### src/rtl/plat_shim_pkg.sv
// Shared MMIO and Wishbone types for the shim; 64-bit data, 16-bit word index, 9-bit tag, no bursts
`default_nettype none

package plat_shim_pkg;

    // ========================================================================
    // Host MMIO channel
    // ========================================================================

    // Opcode of one host MMIO request
    typedef enum logic {
        MMIO_READ  = 1'b0,
        MMIO_WRITE = 1'b1
    } mmio_op_e;

    // One host request as it arrives on the MMIO channel
    // The tag in tid comes back unchanged with the read response
    typedef struct packed {
        logic        valid;
        mmio_op_e    op;
        logic [8:0]  tid;
        logic [15:0] idx;
        logic [63:0] data;
    } mmio_req_t;

    // One read response toward the host, writes never produce one
    typedef struct packed {
        logic        valid;
        logic [8:0]  tid;
        logic [63:0] data;
    } mmio_rsp_t;

    // ========================================================================
    // Wishbone classic link between the shim and the AFU
    // ========================================================================

    // Master side of the bus
    // The cycle tag tgc carries the host tid so that the egress can label the response
    typedef struct packed {
        logic        cyc;
        logic        stb;
        logic        we;
        logic [15:0] adr;
        logic [63:0] dat;
        logic [8:0]  tgc;
    } wb_req_t;

    // Slave side of the bus
    typedef struct packed {
        logic        ack;
        logic [63:0] dat;
    } wb_rsp_t;

    // Two-bit platform power state, passed through to the AFU as is
    typedef logic [1:0] pwr_state_t;

    // ========================================================================
    // CSR map, in 64-bit words
    // ========================================================================

    // Identity register, read only
    localparam logic [15:0] CSR_AFU_ID    = 16'd0;
    // General purpose scratch register
    localparam logic [15:0] CSR_SCRATCH   = 16'd1;
    // Count of acknowledged writes, read only
    localparam logic [15:0] CSR_WR_COUNT  = 16'd2;
    // Registered power state in bits 1:0, read only
    localparam logic [15:0] CSR_PWR_STATE = 16'd3;

endpackage

`default_nettype wire

### src/rtl/afu_csr_block.sv
// Four 64-bit CSRs on Wishbone classic with a one-cycle registered ack; held in reset by afu_rst_n
`default_nettype none
`timescale 1ns/100ps

module afu_csr_block
    import plat_shim_pkg::*;
#(
    parameter logic [63:0] afu_id = 64'h0
)
(
    input  logic       ccip_to_afu,
    input  logic       afu_rst_n,
    input  pwr_state_t pwr_state,
    input  wb_req_t    wb_m,
    output wb_rsp_t    wb_s
);

    logic        ack_q;
    logic [63:0] rd_data_q;
    logic [63:0] rd_mux;
    logic [63:0] scratch;
    logic [63:0] wr_count;
    pwr_state_t  pwr_q;
    logic        access;
    logic        wr_access;

    // ========================================================================
    // Bus decode
    // ========================================================================

    // A cycle is served once, on the edge that raises ack
    // The master drops stb one cycle after ack, so ack_q keeps a second access out
    assign access    = wb_m.cyc && wb_m.stb && !ack_q;
    assign wr_access = access && wb_m.we;

    // Read data for the current address
    always_comb
    begin
        case (wb_m.adr)
            CSR_AFU_ID:    rd_mux = afu_id;
            CSR_SCRATCH:   rd_mux = scratch;
            CSR_WR_COUNT:  rd_mux = wr_count;
            CSR_PWR_STATE: rd_mux = {62'd0, pwr_q};
            default:       rd_mux = '0;
        endcase
    end

    // ========================================================================
    // Registers
    // ========================================================================

    always_ff @(posedge ccip_to_afu)
    begin
        if (!afu_rst_n)
        begin
            ack_q    <= 1'b0;
            scratch  <= '0;
            wr_count <= '0;
        end
        else
        begin
            ack_q <= access;
            // Only the scratch register takes write data
            if (wr_access && (wb_m.adr == CSR_SCRATCH))
                scratch <= wb_m.dat;
            // Every write counts, even to read-only or unmapped words
            if (wr_access)
                wr_count <= wr_count + 64'd1;
        end
    end

    // Read data goes out with ack
    always_ff @(posedge ccip_to_afu)
    begin
        if (access)
            rd_data_q <= rd_mux;
    end

    // Power state sampled once per cycle before it is read
    always_ff @(posedge ccip_to_afu)
    begin
        pwr_q <= pwr_state;
    end

    always_comb
    begin
        wb_s.ack = ack_q;
        wb_s.dat = rd_data_q;
    end

    // The slave only answers a cycle that the master still drives
    a_ack_needs_cycle: assert property (
        @(posedge ccip_to_afu) disable iff (!afu_rst_n)
        wb_s.ack |-> (wb_m.cyc && wb_m.stb)
    );

endmodule

`default_nettype wire

### src/rtl/host_mmio_egress.sv
// One-entry response holder; relies on the ingress not starting a read while rsp_busy is high
`default_nettype none
`timescale 1ns/100ps

module host_mmio_egress
    import plat_shim_pkg::*;
(
    input  logic      ccip_to_afu,
    input  logic      rst_n,
    input  wb_req_t   wb_m,
    input  wb_rsp_t   wb_s,
    output mmio_rsp_t host_rsp,
    input  logic      host_rsp_ready,
    output logic      rsp_busy
);

    logic        rsp_valid;
    logic [8:0]  rsp_tid;
    logic [63:0] rsp_data;
    logic        capture;
    logic        accept;

    // Only reads produce a response
    assign capture = wb_s.ack && !wb_m.we;
    assign accept  = rsp_valid && host_rsp_ready;

    always_ff @(posedge ccip_to_afu)
    begin
        if (!rst_n)
            rsp_valid <= 1'b0;
        else if (capture)
            rsp_valid <= 1'b1;
        else if (accept)
            rsp_valid <= 1'b0;
    end

    // Tag and data come from the same cycle as ack
    always_ff @(posedge ccip_to_afu)
    begin
        if (capture)
        begin
            rsp_tid  <= wb_m.tgc;
            rsp_data <= wb_s.dat;
        end
    end

    always_comb
    begin
        host_rsp = '{valid: rsp_valid, tid: rsp_tid, data: rsp_data};
    end

    assign rsp_busy = rsp_valid;

    // A waiting response must not be overwritten by a later read
    a_rsp_stable: assert property (
        @(posedge ccip_to_afu) disable iff (!rst_n)
        (host_rsp.valid && !host_rsp_ready) |=> $stable(host_rsp)
    );

endmodule

`default_nettype wire

### src/rtl/host_mmio_ingress.sv
// Needs queue_depth of at least 2; one Wishbone cycle in flight, reads held back while a response waits
`default_nettype none
`timescale 1ns/100ps

module host_mmio_ingress
    import plat_shim_pkg::*;
#(
    parameter int queue_depth = 2
)
(
    input  logic      ccip_to_afu,
    input  logic      rst_n,
    input  logic      soft_reset,
    input  mmio_req_t host_req,
    output logic      host_req_ready,
    output logic      afu_rst_n,
    output wb_req_t   wb_m,
    input  wb_rsp_t   wb_s,
    input  logic      rsp_busy
);

    localparam int ptr_w = $clog2(queue_depth);
    localparam int cnt_w = $clog2(queue_depth + 1);
    localparam logic [ptr_w-1:0] last_idx = ptr_w'(queue_depth - 1);
    localparam logic [cnt_w-1:0] full_cnt = cnt_w'(queue_depth);

    typedef enum logic {
        IDLE,
        BUS_CYCLE
    } state_e;

    state_e           state;
    mmio_req_t        queue_mem [queue_depth];
    mmio_req_t        head;
    mmio_req_t        cur_req;
    logic [ptr_w-1:0] wr_ptr;
    logic [ptr_w-1:0] rd_ptr;
    logic [cnt_w-1:0] count;
    logic [cnt_w-1:0] count_nxt;
    logic             push;
    logic             pop;

    // ========================================================================
    // Request queue
    // ========================================================================

    assign head = queue_mem[rd_ptr];
    assign push = host_req.valid && host_req_ready;
    // A read waits while the egress still holds the previous response
    assign pop  = (state == IDLE) && (count != '0) && ((head.op == MMIO_WRITE) || !rsp_busy);

    always_comb
    begin
        count_nxt = count;
        if (push && !pop)
            count_nxt = count + 1'b1;
        else if (pop && !push)
            count_nxt = count - 1'b1;
    end

    always_ff @(posedge ccip_to_afu)
    begin
        if (push)
            queue_mem[wr_ptr] <= host_req;
    end

    // Ready is registered from the next occupancy, so it rises one cycle after rst_n
    always_ff @(posedge ccip_to_afu)
    begin
        if (!rst_n)
        begin
            wr_ptr         <= '0;
            rd_ptr         <= '0;
            count          <= '0;
            host_req_ready <= 1'b0;
        end
        else
        begin
            if (push)
                wr_ptr <= (wr_ptr == last_idx) ? '0 : wr_ptr + 1'b1;
            if (pop)
                rd_ptr <= (rd_ptr == last_idx) ? '0 : rd_ptr + 1'b1;
            count          <= count_nxt;
            host_req_ready <= (count_nxt != full_cnt);
        end
    end

    // ========================================================================
    // Wishbone master
    // ========================================================================

    always_ff @(posedge ccip_to_afu)
    begin
        if (!rst_n)
            state <= IDLE;
        else
        begin
            case (state)
                IDLE:      if (pop) state <= BUS_CYCLE;
                BUS_CYCLE: if (wb_s.ack) state <= IDLE;
                default:   state <= IDLE;
            endcase
        end
    end

    // The popped request stays here as the bus payload until ack
    always_ff @(posedge ccip_to_afu)
    begin
        if (pop)
            cur_req <= head;
    end

    always_comb
    begin
        wb_m.cyc = (state == BUS_CYCLE);
        wb_m.stb = (state == BUS_CYCLE);
        wb_m.we  = (cur_req.op == MMIO_WRITE);
        wb_m.adr = cur_req.idx;
        wb_m.dat = cur_req.data;
        wb_m.tgc = cur_req.tid;
    end

    // Soft reset joins the platform reset here and reaches the AFU one cycle later
    always_ff @(posedge ccip_to_afu)
    begin
        afu_rst_n <= rst_n && !soft_reset;
    end

    // The slave may sample the payload on any cycle until it acknowledges
    a_wb_payload_stable: assert property (
        @(posedge ccip_to_afu) disable iff (!rst_n)
        (wb_m.stb && !wb_s.ack) |=> ($stable(wb_m.adr) && $stable(wb_m.dat))
    );

endmodule

`default_nettype wire

### src/rtl/plat_shim_top.sv
// MMIO shim top; single clock ccip_to_afu, read latency 3 cycles from acceptance when the host is ready
`default_nettype none
`timescale 1ns/100ps

module plat_shim_top
    import plat_shim_pkg::*;
#(
    parameter logic [63:0] afu_id      = 64'h0,
    parameter int          queue_depth = 2
)
(
    input  logic       ccip_to_afu,
    input  logic       rst_n,
    input  logic       soft_reset,
    input  pwr_state_t pwr_state,
    input  mmio_req_t  host_req,
    output logic       host_req_ready,
    output mmio_rsp_t  host_rsp,
    input  logic       host_rsp_ready
);

    wb_req_t wb_m;
    wb_rsp_t wb_s;
    logic    afu_rst_n;
    logic    rsp_busy;

    // ========================================================================
    // Host requests into Wishbone cycles
    // ========================================================================

    host_mmio_ingress #(
        .queue_depth    (queue_depth)
    ) u_ingress (
        .ccip_to_afu    (ccip_to_afu),
        .rst_n          (rst_n),
        .soft_reset     (soft_reset),
        .host_req       (host_req),
        .host_req_ready (host_req_ready),
        .afu_rst_n      (afu_rst_n),
        .wb_m           (wb_m),
        .wb_s           (wb_s),
        .rsp_busy       (rsp_busy)
    );

    // AFU register block, cleared by the registered AFU reset
    afu_csr_block #(
        .afu_id      (afu_id)
    ) u_csr (
        .ccip_to_afu (ccip_to_afu),
        .afu_rst_n   (afu_rst_n),
        .pwr_state   (pwr_state),
        .wb_m        (wb_m),
        .wb_s        (wb_s)
    );

    // ========================================================================
    // Read data back to the host
    // ========================================================================

    host_mmio_egress u_egress (
        .ccip_to_afu    (ccip_to_afu),
        .rst_n          (rst_n),
        .wb_m           (wb_m),
        .wb_s           (wb_s),
        .host_rsp       (host_rsp),
        .host_rsp_ready (host_rsp_ready),
        .rsp_busy       (rsp_busy)
    );

endmodule

`default_nettype wire

### config.mk
export PLATFORM = sky130hd
export DESIGN_NAME = plat_shim_top
export DESIGN_NICKNAME = d
export VERILOG_FILES = /design/src/rtl/plat_shim_pkg.sv /design/src/rtl/afu_csr_block.sv /design/src/rtl/host_mmio_egress.sv /design/src/rtl/host_mmio_ingress.sv /design/src/rtl/plat_shim_top.sv
export SDC_FILE = /design/constraint.sdc
export NUM_CORES = 1
export LEC_CHECK = 0
export ABC_AREA = 1
export CAP_MARGIN = 20
export CORE_MARGIN = 3
export CORE_UTILIZATION = 39
export CTS_CLUSTER_SIZE = 20
export DETAILED_ROUTE_END_ITERATION = 8
export DONT_BUFFER_PORTS = 1
export SLEW_MARGIN = 20
export SYNTH_ARGS = -nofsm -noshare
export SYNTH_HDL_FRONTEND = slang
export SYNTH_HIERARCHICAL = 1
export SYNTH_SLANG_ARGS = --single-unit
### constraint.sdc
create_clock -name ccip_to_afu -period 12.1 [get_ports ccip_to_afu]
set_clock_uncertainty 0.05 [all_clocks]
set_input_delay 0.605 -clock ccip_to_afu [delete_from_list [all_inputs] [get_ports ccip_to_afu]]
set_output_delay 0.605 -clock ccip_to_afu [all_outputs]
set_load 0.05 [all_outputs]
==> impl_results.md, run 1 <==
- Initial antenna violation count: 6
- Synth top area share: 0.5885
- F_max: 315.7 MHz
- Sink Count: approximately 550
- Clock-pin slew on the worst setup and hold paths: 0.06 ns
- CTS Buffer Depth: 3
- Synth cell types: 35
- Outcome: finished, final reports clean
- Drt via density: 4.805
- Total congestion overflow: 0
- Port Buffers: 0
- Share of the clock period used by the worst path: 0.2618
- Setup Crit Path Kind: flip-flop to flip-flop
- Post-Route Setup TNS: 0 ns
- Synth top area cells: edfxtp_1, dfxtp_1, nand2_1
- Mean post-synth cell area: 11.11 µm²
- Final nets: between 2,000 and 2,500
- Place WS: 9.048 ns
- Pleak: 8.020 nW
- Most area-hungry cell type in the Yosys netlist: edfxtp_1
- Yosys reg bits: about 550
- Syn_nets: 1,968
- Drt total wl: 46,820 µm
- CTS tree: built
- Ys Warns: 6
- First-pass detailed-route iteration total: 5
- Die area: between 50,000 and 60,000 µm²
- Layout area overhead: 14.61%
- First-pass GRT wire length: 72,230 µm
- Syn Inst Count: 1,869
- Min setup slack post-route: 8.933 ns
- Largest net degree at the start of global routing: 78
- Number of H-tree levels: 2
- Startpoint Class: flip-flop
- Clock Root Buffer: clkbuf_16
- DP HPWL: between 30,000 and 40,000 µm
- DR vias: 12,760
- Top Ports: 172
- Core area: between 50,000 and 60,000 µm²
- Detailed-route DRC error count: 0
- Critical Path Sink Type: flip-flop
- Final Max Slew Viols: 0
- Final hold vios: 0
- Total of max-cap violations: 0
- Post-CTS Setup Inserts: 0
- Final hold slack: 0.04311 ns
- Die H: 236.8 µm
- Arr. time, crit path: 3.56 ns
- Clk Latency, worst-skew pair: 0.61 ns
- GR Util All Layers: 0.1648
- Drt wl/cell: 17.63 µm
- Min-delay worst type: primary input to flip-flop
- Final setup violation count: 0
- Cts bufs inserted: 55
- Worst slew margin: 0.3537
- Seq/Total Area, Yosys: 0.7235
- DR iter-0 viols: between 800 and 900
- Mapped Area: between 20,000 and 25,000 µm²
- GP Congestion: roughly 0.86
- Pwr Total: 4.711 mW
- Pwr dens: 197.9 nW/µm²
- CP required: 12.49 ns
- Initial Util: 0.3991
- RSZ-0062 raised after global routing: no
- Post-route ant nets: 0
- Die W: 236.8 µm
- IR drop worst, VDD: between 100 and 150 µV
- Post-CTS sizing: 0
- Fraction of layout cells with a size suffix above 1: 0.08257
- Cell Rows: 83
- Critical-path maximum fanout: 65
- Least-Margin Pin Slew: 0.9694 ns
- Vias in the first global route: 12,380
- Minimum clock period: 3.167 ns
## cells in the mapped netlist
cell      count
o21a_1        1
edfxtp_1    407
a31oi_1       1
nand2_2      10
nor3_2        5
dfxtp_1     140
a21oi_2       1
nor2_4       10
nor2_8        2
o21ai_0      40
xor2_1        2
nor3_1       15
nor2_1      158
inv_2         8
inv_1        91
a21oi_1      97
buf_1         3
buf_4         8
o211ai_1      2
nor3b_1       2
buf_2        20
ha_1          2
nand2_1     667
nand3_1      69
nand2_4       5
nand3_2       3
a22o_1        8
buf_6         2
o21ai_1      23
nor2_2       18
and2_1        1
nand4_1      15
clkbuf_1     31
inv_4         1
nor4_1        1
## cell families (layout without fill, tap and decap cells)
kind of cell    Yosys count  in the layout  share of synthesized area
compound gates          173            173                    0.04374
buf+inv                 164            269                    0.03314
flops                   547            547                     0.7235
xor+xnor                  2              2                  0.0008437
fa+ha+maj                 2              2                   0.001205
other cells               0              2                          0
simple gates            981            981                     0.1976
## metrics by stage
stage | utilization | std cells | area [µm²]
final | 0.4574 | 2656 | 23800
after global placement | 0.4117 | 2496 | 21420
after detailed placement | 0.4117 | 2496 | 21420
after CTS | 0.4573 | 2654 | 23790
after floorplan | - | 1869 | 20770
after global routing | 0.4574 | 2655 | 23800
## sequential cells by signal (all words and copies together), names as in the netlist, 2 cells and up, named ones only
name and flops:
u_ingress/queue_mem 180, u_ingress/wb_m 90, u_csr/rd_data_q 64, u_csr/scratch 64, u_csr/wr_count 64, u_egress/rsp_data 64, u_egress/rsp_tid 9, u_csr/pwr_q 2
u_ingress/count 2
## routing by layer
metal  track usage  part of all wire
met1        0.2267              0.46
met5             0           0.00090
met3       0.04379             0.061
met4       0.04746             0.022
met2        0.2579              0.46
## area by class of cell
| cell class | count | area (µm²) |
|---|---|---|
| Sequential cell | 547 | 15030 |
| Tap cell | 680 | 850.8 |
| Multi-Input combinational cell | 1158 | 5079 |
| Fill cell | 4736 | 28230 |
| Clock inverter | 31 | 356.6 |
| Antenna cell | 2 | 5.005 |
| Timing Repair Buffer | 65 | 623.1 |
| Clock buffer | 73 | 1474 |
| Inverter | 100 | 382.9 |
## timing repair
action                     CTS  global route
hold buffers                54             0
setup endpoints to repair    0             0
hold endpoints to repair    99             0
## cell usage in the layout, fill, tap and decap left out, types with 2 or more instances in the layout
master           n
nor2_2          17
nor3_2           5
nor3b_1          2
nor3_1          15
edfxtp_1       407
nand4_1         15
dlygate4sd3_1   54
bufinv_16        6
clkbuf_16       55
clkinvlp_4       2
a22o_1           8
a21oi_1         97
clkinv_1         6
nand2_4          5
inv_6            3
buf_4           11
clkinv_2        15
nor2_4          13
diode_2          2
xor2_1           2
ha_1             2
o21ai_0         40
nand3_1         68
nor2_1         156
inv_2            6
dfxtp_1        139
nand2_2         10
nand2_1        667
inv_1           89
nand3_2          4
clkbuf_8         3
o211ai_1         2
clkbuf_1        15
o21ai_1         23
nor2_8           2
## critical path, cell delays in order (launching register included)
cell and delay, ns:
dfxtp_1 0.42, inv_1 0.06, nand3_1 0.11, nor2_2 0.04, buf_4 0.21, nand3_2 0.10
buf_4 0.57, clkinv_2 0.93, nand2_1 0.36, a21oi_1 0.10
## path summary, 6_finish.rpt
path	startpoint	to	slack, ns	depth (start not counted)
hold reg to reg	u_ingress/wb_m[0]	u_egress/rsp_tid[0]	0.37	0
hold / removal	host_req[46]	u_ingress/queue_mem[0][46]	0.04	0
setup reg to reg	u_csr/ack_q	u_csr/scratch[17]	8.93	9
setup / recovery	u_csr/ack_q	u_csr/scratch[17]	8.93	9
## where the power goes
part / total (mW) / leakage, nW / internal (mW) / switching (mW)
registers: 2.53 / 4.89 / 2.41 / 0.125
logic: 0.473 / 2.24 / 0.107 / 0.366
clock network: 1.70 / 0.893 / 0.992 / 0.711
Power figures use the tool's default switching activity.
==> inputs of run 2 (changes only) <==
Clock period 12.1 ns to 3.15 ns, I/O delays scaled along.
==> run 2 against run 1 <==
Compared with the run above: clock power rose to 4.0 times the previous value; critical path depth is 6 lower; fmax grew 39%.
==> impl_results.md, run 2 (synthesis results as in run 1) <==
- Outcome: finished, final reports clean
- Sink Count: 547 (unchanged)
- Post-CTS sizing: 0 (unchanged)
- First-pass GRT wire length: 73,140 µm (+1.3%)
- Post-CTS Setup Inserts: 0 (unchanged)
- Die W: 236.8 µm (unchanged)
- Storage element area: 15,030 µm² (unchanged)
- Commonest cells after routing, fill and taps aside: nand2_1, edfxtp_1, nor2_1
- Fill count: 4,631 (-2.2%)
- Worst slew margin: 0.3646 (+0.01086)
- Hold Buf Count CTS: 97 (+80%)
- Top Ports: 172 (unchanged)
- Port Buffers: 0 (unchanged)
- GP Congestion: 0.9089 (+5.4%)
- Total of max-cap violations: 0 (unchanged)
- Setup Crit Path Kind: flip-flop to flip-flop
- Die area: 56,050 µm² (unchanged)
- Pleak: 8.345 nW (+4.1%)
- Largest net degree at the start of global routing: 88 (+13%)
- Area of the multi-input gates: 5079 µm² (unchanged)
- Final Max Slew Viols: 0 (unchanged)
- Startpoint Class: flip-flop
- Minimum clock period: 2.275 ns (-0.8927 ns)
- Vias in the first global route: 12,900 (+4.2%)
- F_max: 439.6 MHz (+39%)
- DP HPWL: 31,680 µm (+1.4%)
- Final setup violation count: 0 (unchanged)
- RSZ-0062 raised after global routing: no
- CTS Buffer Depth: 3 (unchanged)
- Detailed-route DRC error count: 0 (unchanged)
- CTS tree: built
- Critical-path maximum fanout: 25 (-62%)
- Core area: 52,030 µm² (unchanged)
- GR Util All Layers: 0.1660 (+0.001198)
- Clk Latency, worst-skew pair: 0.62 ns (about the same)
- Clock Root Buffer: clkbuf_16
- Final hold vios: 0 (unchanged)
- Cts bufs inserted: 56 (+1.8%)
- Die H: 236.8 µm (unchanged)
- Final Non-Filler Cells: 2,718 (+2.3%)
- Post-route ant nets: 0 (unchanged)
- Total congestion overflow: 0 (unchanged)
- DR iter-0 viols: 948 (+15%)
- DP Cell Count: 2,509 (+0.52%)
- First-pass detailed-route iteration total: 5 (unchanged)
- Min-delay worst type: primary input to flip-flop
- Least-Margin Pin Slew: 0.9532 ns (-0.01629 ns)
- Core Util, Final: 0.4721 (+0.01467)
- Fraction of layout cells with a size suffix above 1: 0.08957 (+0.006993)
- Max reg flops: 180 (unchanged)
- Drt via density: 4.833 (+0.59%)
- Final nets: 2,083 (+2.8%)
- IR drop worst, VDD: 518.2 µV (+330%)
- Clock-pin slew on the worst setup and hold paths: 0.06 ns (about the same)
- Drt wl/cell: 17.39 µm (-1.3%)
- Place WS: 0.8706 ns (-8.177 ns)
- Drt total wl: 47,270 µm (+0.95%)
- Number of H-tree levels: 2 (unchanged)
- Min setup slack post-route: 0.8754 ns (-8.057 ns)
- Initial antenna violation count: 9 (+3)
- Pwr dens: 755.2 nW/µm² (+280%)
- Arr. time, crit path: 2.52 ns (-1.04 ns)
- Critical Path Sink Type: flip-flop
- Pwr Total: 18.55 mW (+290%)
- Post-Route Setup TNS: 0 ns (unchanged)
- Initial Util: 0.3991 (unchanged)
- Layout area overhead: 18.28%
- Share of the clock period used by the worst path: 0.7221 (+0.4603)
- DR vias: 13,140 (+2.9%)
- Launching point of the worst reg2reg path: u_ingress/host_req_ready
- Hold path startpoint: pwr_state[1]
- Cell Rows: 83 (unchanged)
- CP required: 3.39 ns (-9.10 ns)
- Most common cell after layout, fill and taps aside: nand2_1
- CP Launch Point: u_ingress/host_req_ready
- Biggest register: u_ingress/queue_mem
-- run 2: final cells by class --
class                           count  share of cell area
Clock inverter                     32             0.01554
Inverter                          100             0.01549
Antenna cell                        6           0.0006113
Multi-Input combinational cell   1158              0.2068
Tap cell                          680             0.03464
Sequential cell                   547              0.6118
Clock buffer                       74             0.06266
Timing Repair Buffer              121             0.05247
-- run 2: critical path, cell delays in order (launching register included) --
cell,delay [ns]
dfxtp_1,0.64
nand2_1,0.31
nor2_4,0.65
buf_12,0.27
-- run 2: power breakdown --
| group | leakage (nW) | switching (mW) | internal [mW] |
|---|---|---|---|
| Combinational | 2.53 | 1.52 | 0.573 |
| Sequential | 4.89 | 0.425 | 9.23 |
| Clock | 0.928 | 2.76 | 4.03 |
-- run 2: layer usage --
metal | vias to the layer above | track usage | wire (µm)
li1 | 6514 | - | -
met1 | 6154 | 0.2254 | 21310
met2 | 361 | 0.2599 | 21560
met3 | 101 | 0.04228 | 2901
met4 | 6 | 0.05772 | 1462
met5 | - | 0 | 34
-- run 2: final timing paths --
kind	cells past startpoint	endpoint	slack [ns]
max	3	u_ingress/queue_mem[0][38]	0.88
min	1	u_csr/pwr_q[1]	0.08
max reg2reg	3	u_ingress/queue_mem[0][38]	0.88
min reg2reg	0	u_egress/rsp_data[63]	0.37
-- run 2: stage by stage --
step	hold slack (ns)	area (µm²)
after floorplan	0.1352	20780
after global placement	0.1357	21660
after detailed placement	0.1357	21660
after CTS	0.03900	24550
after global routing	0.04431	24550
final	0.07939	24560
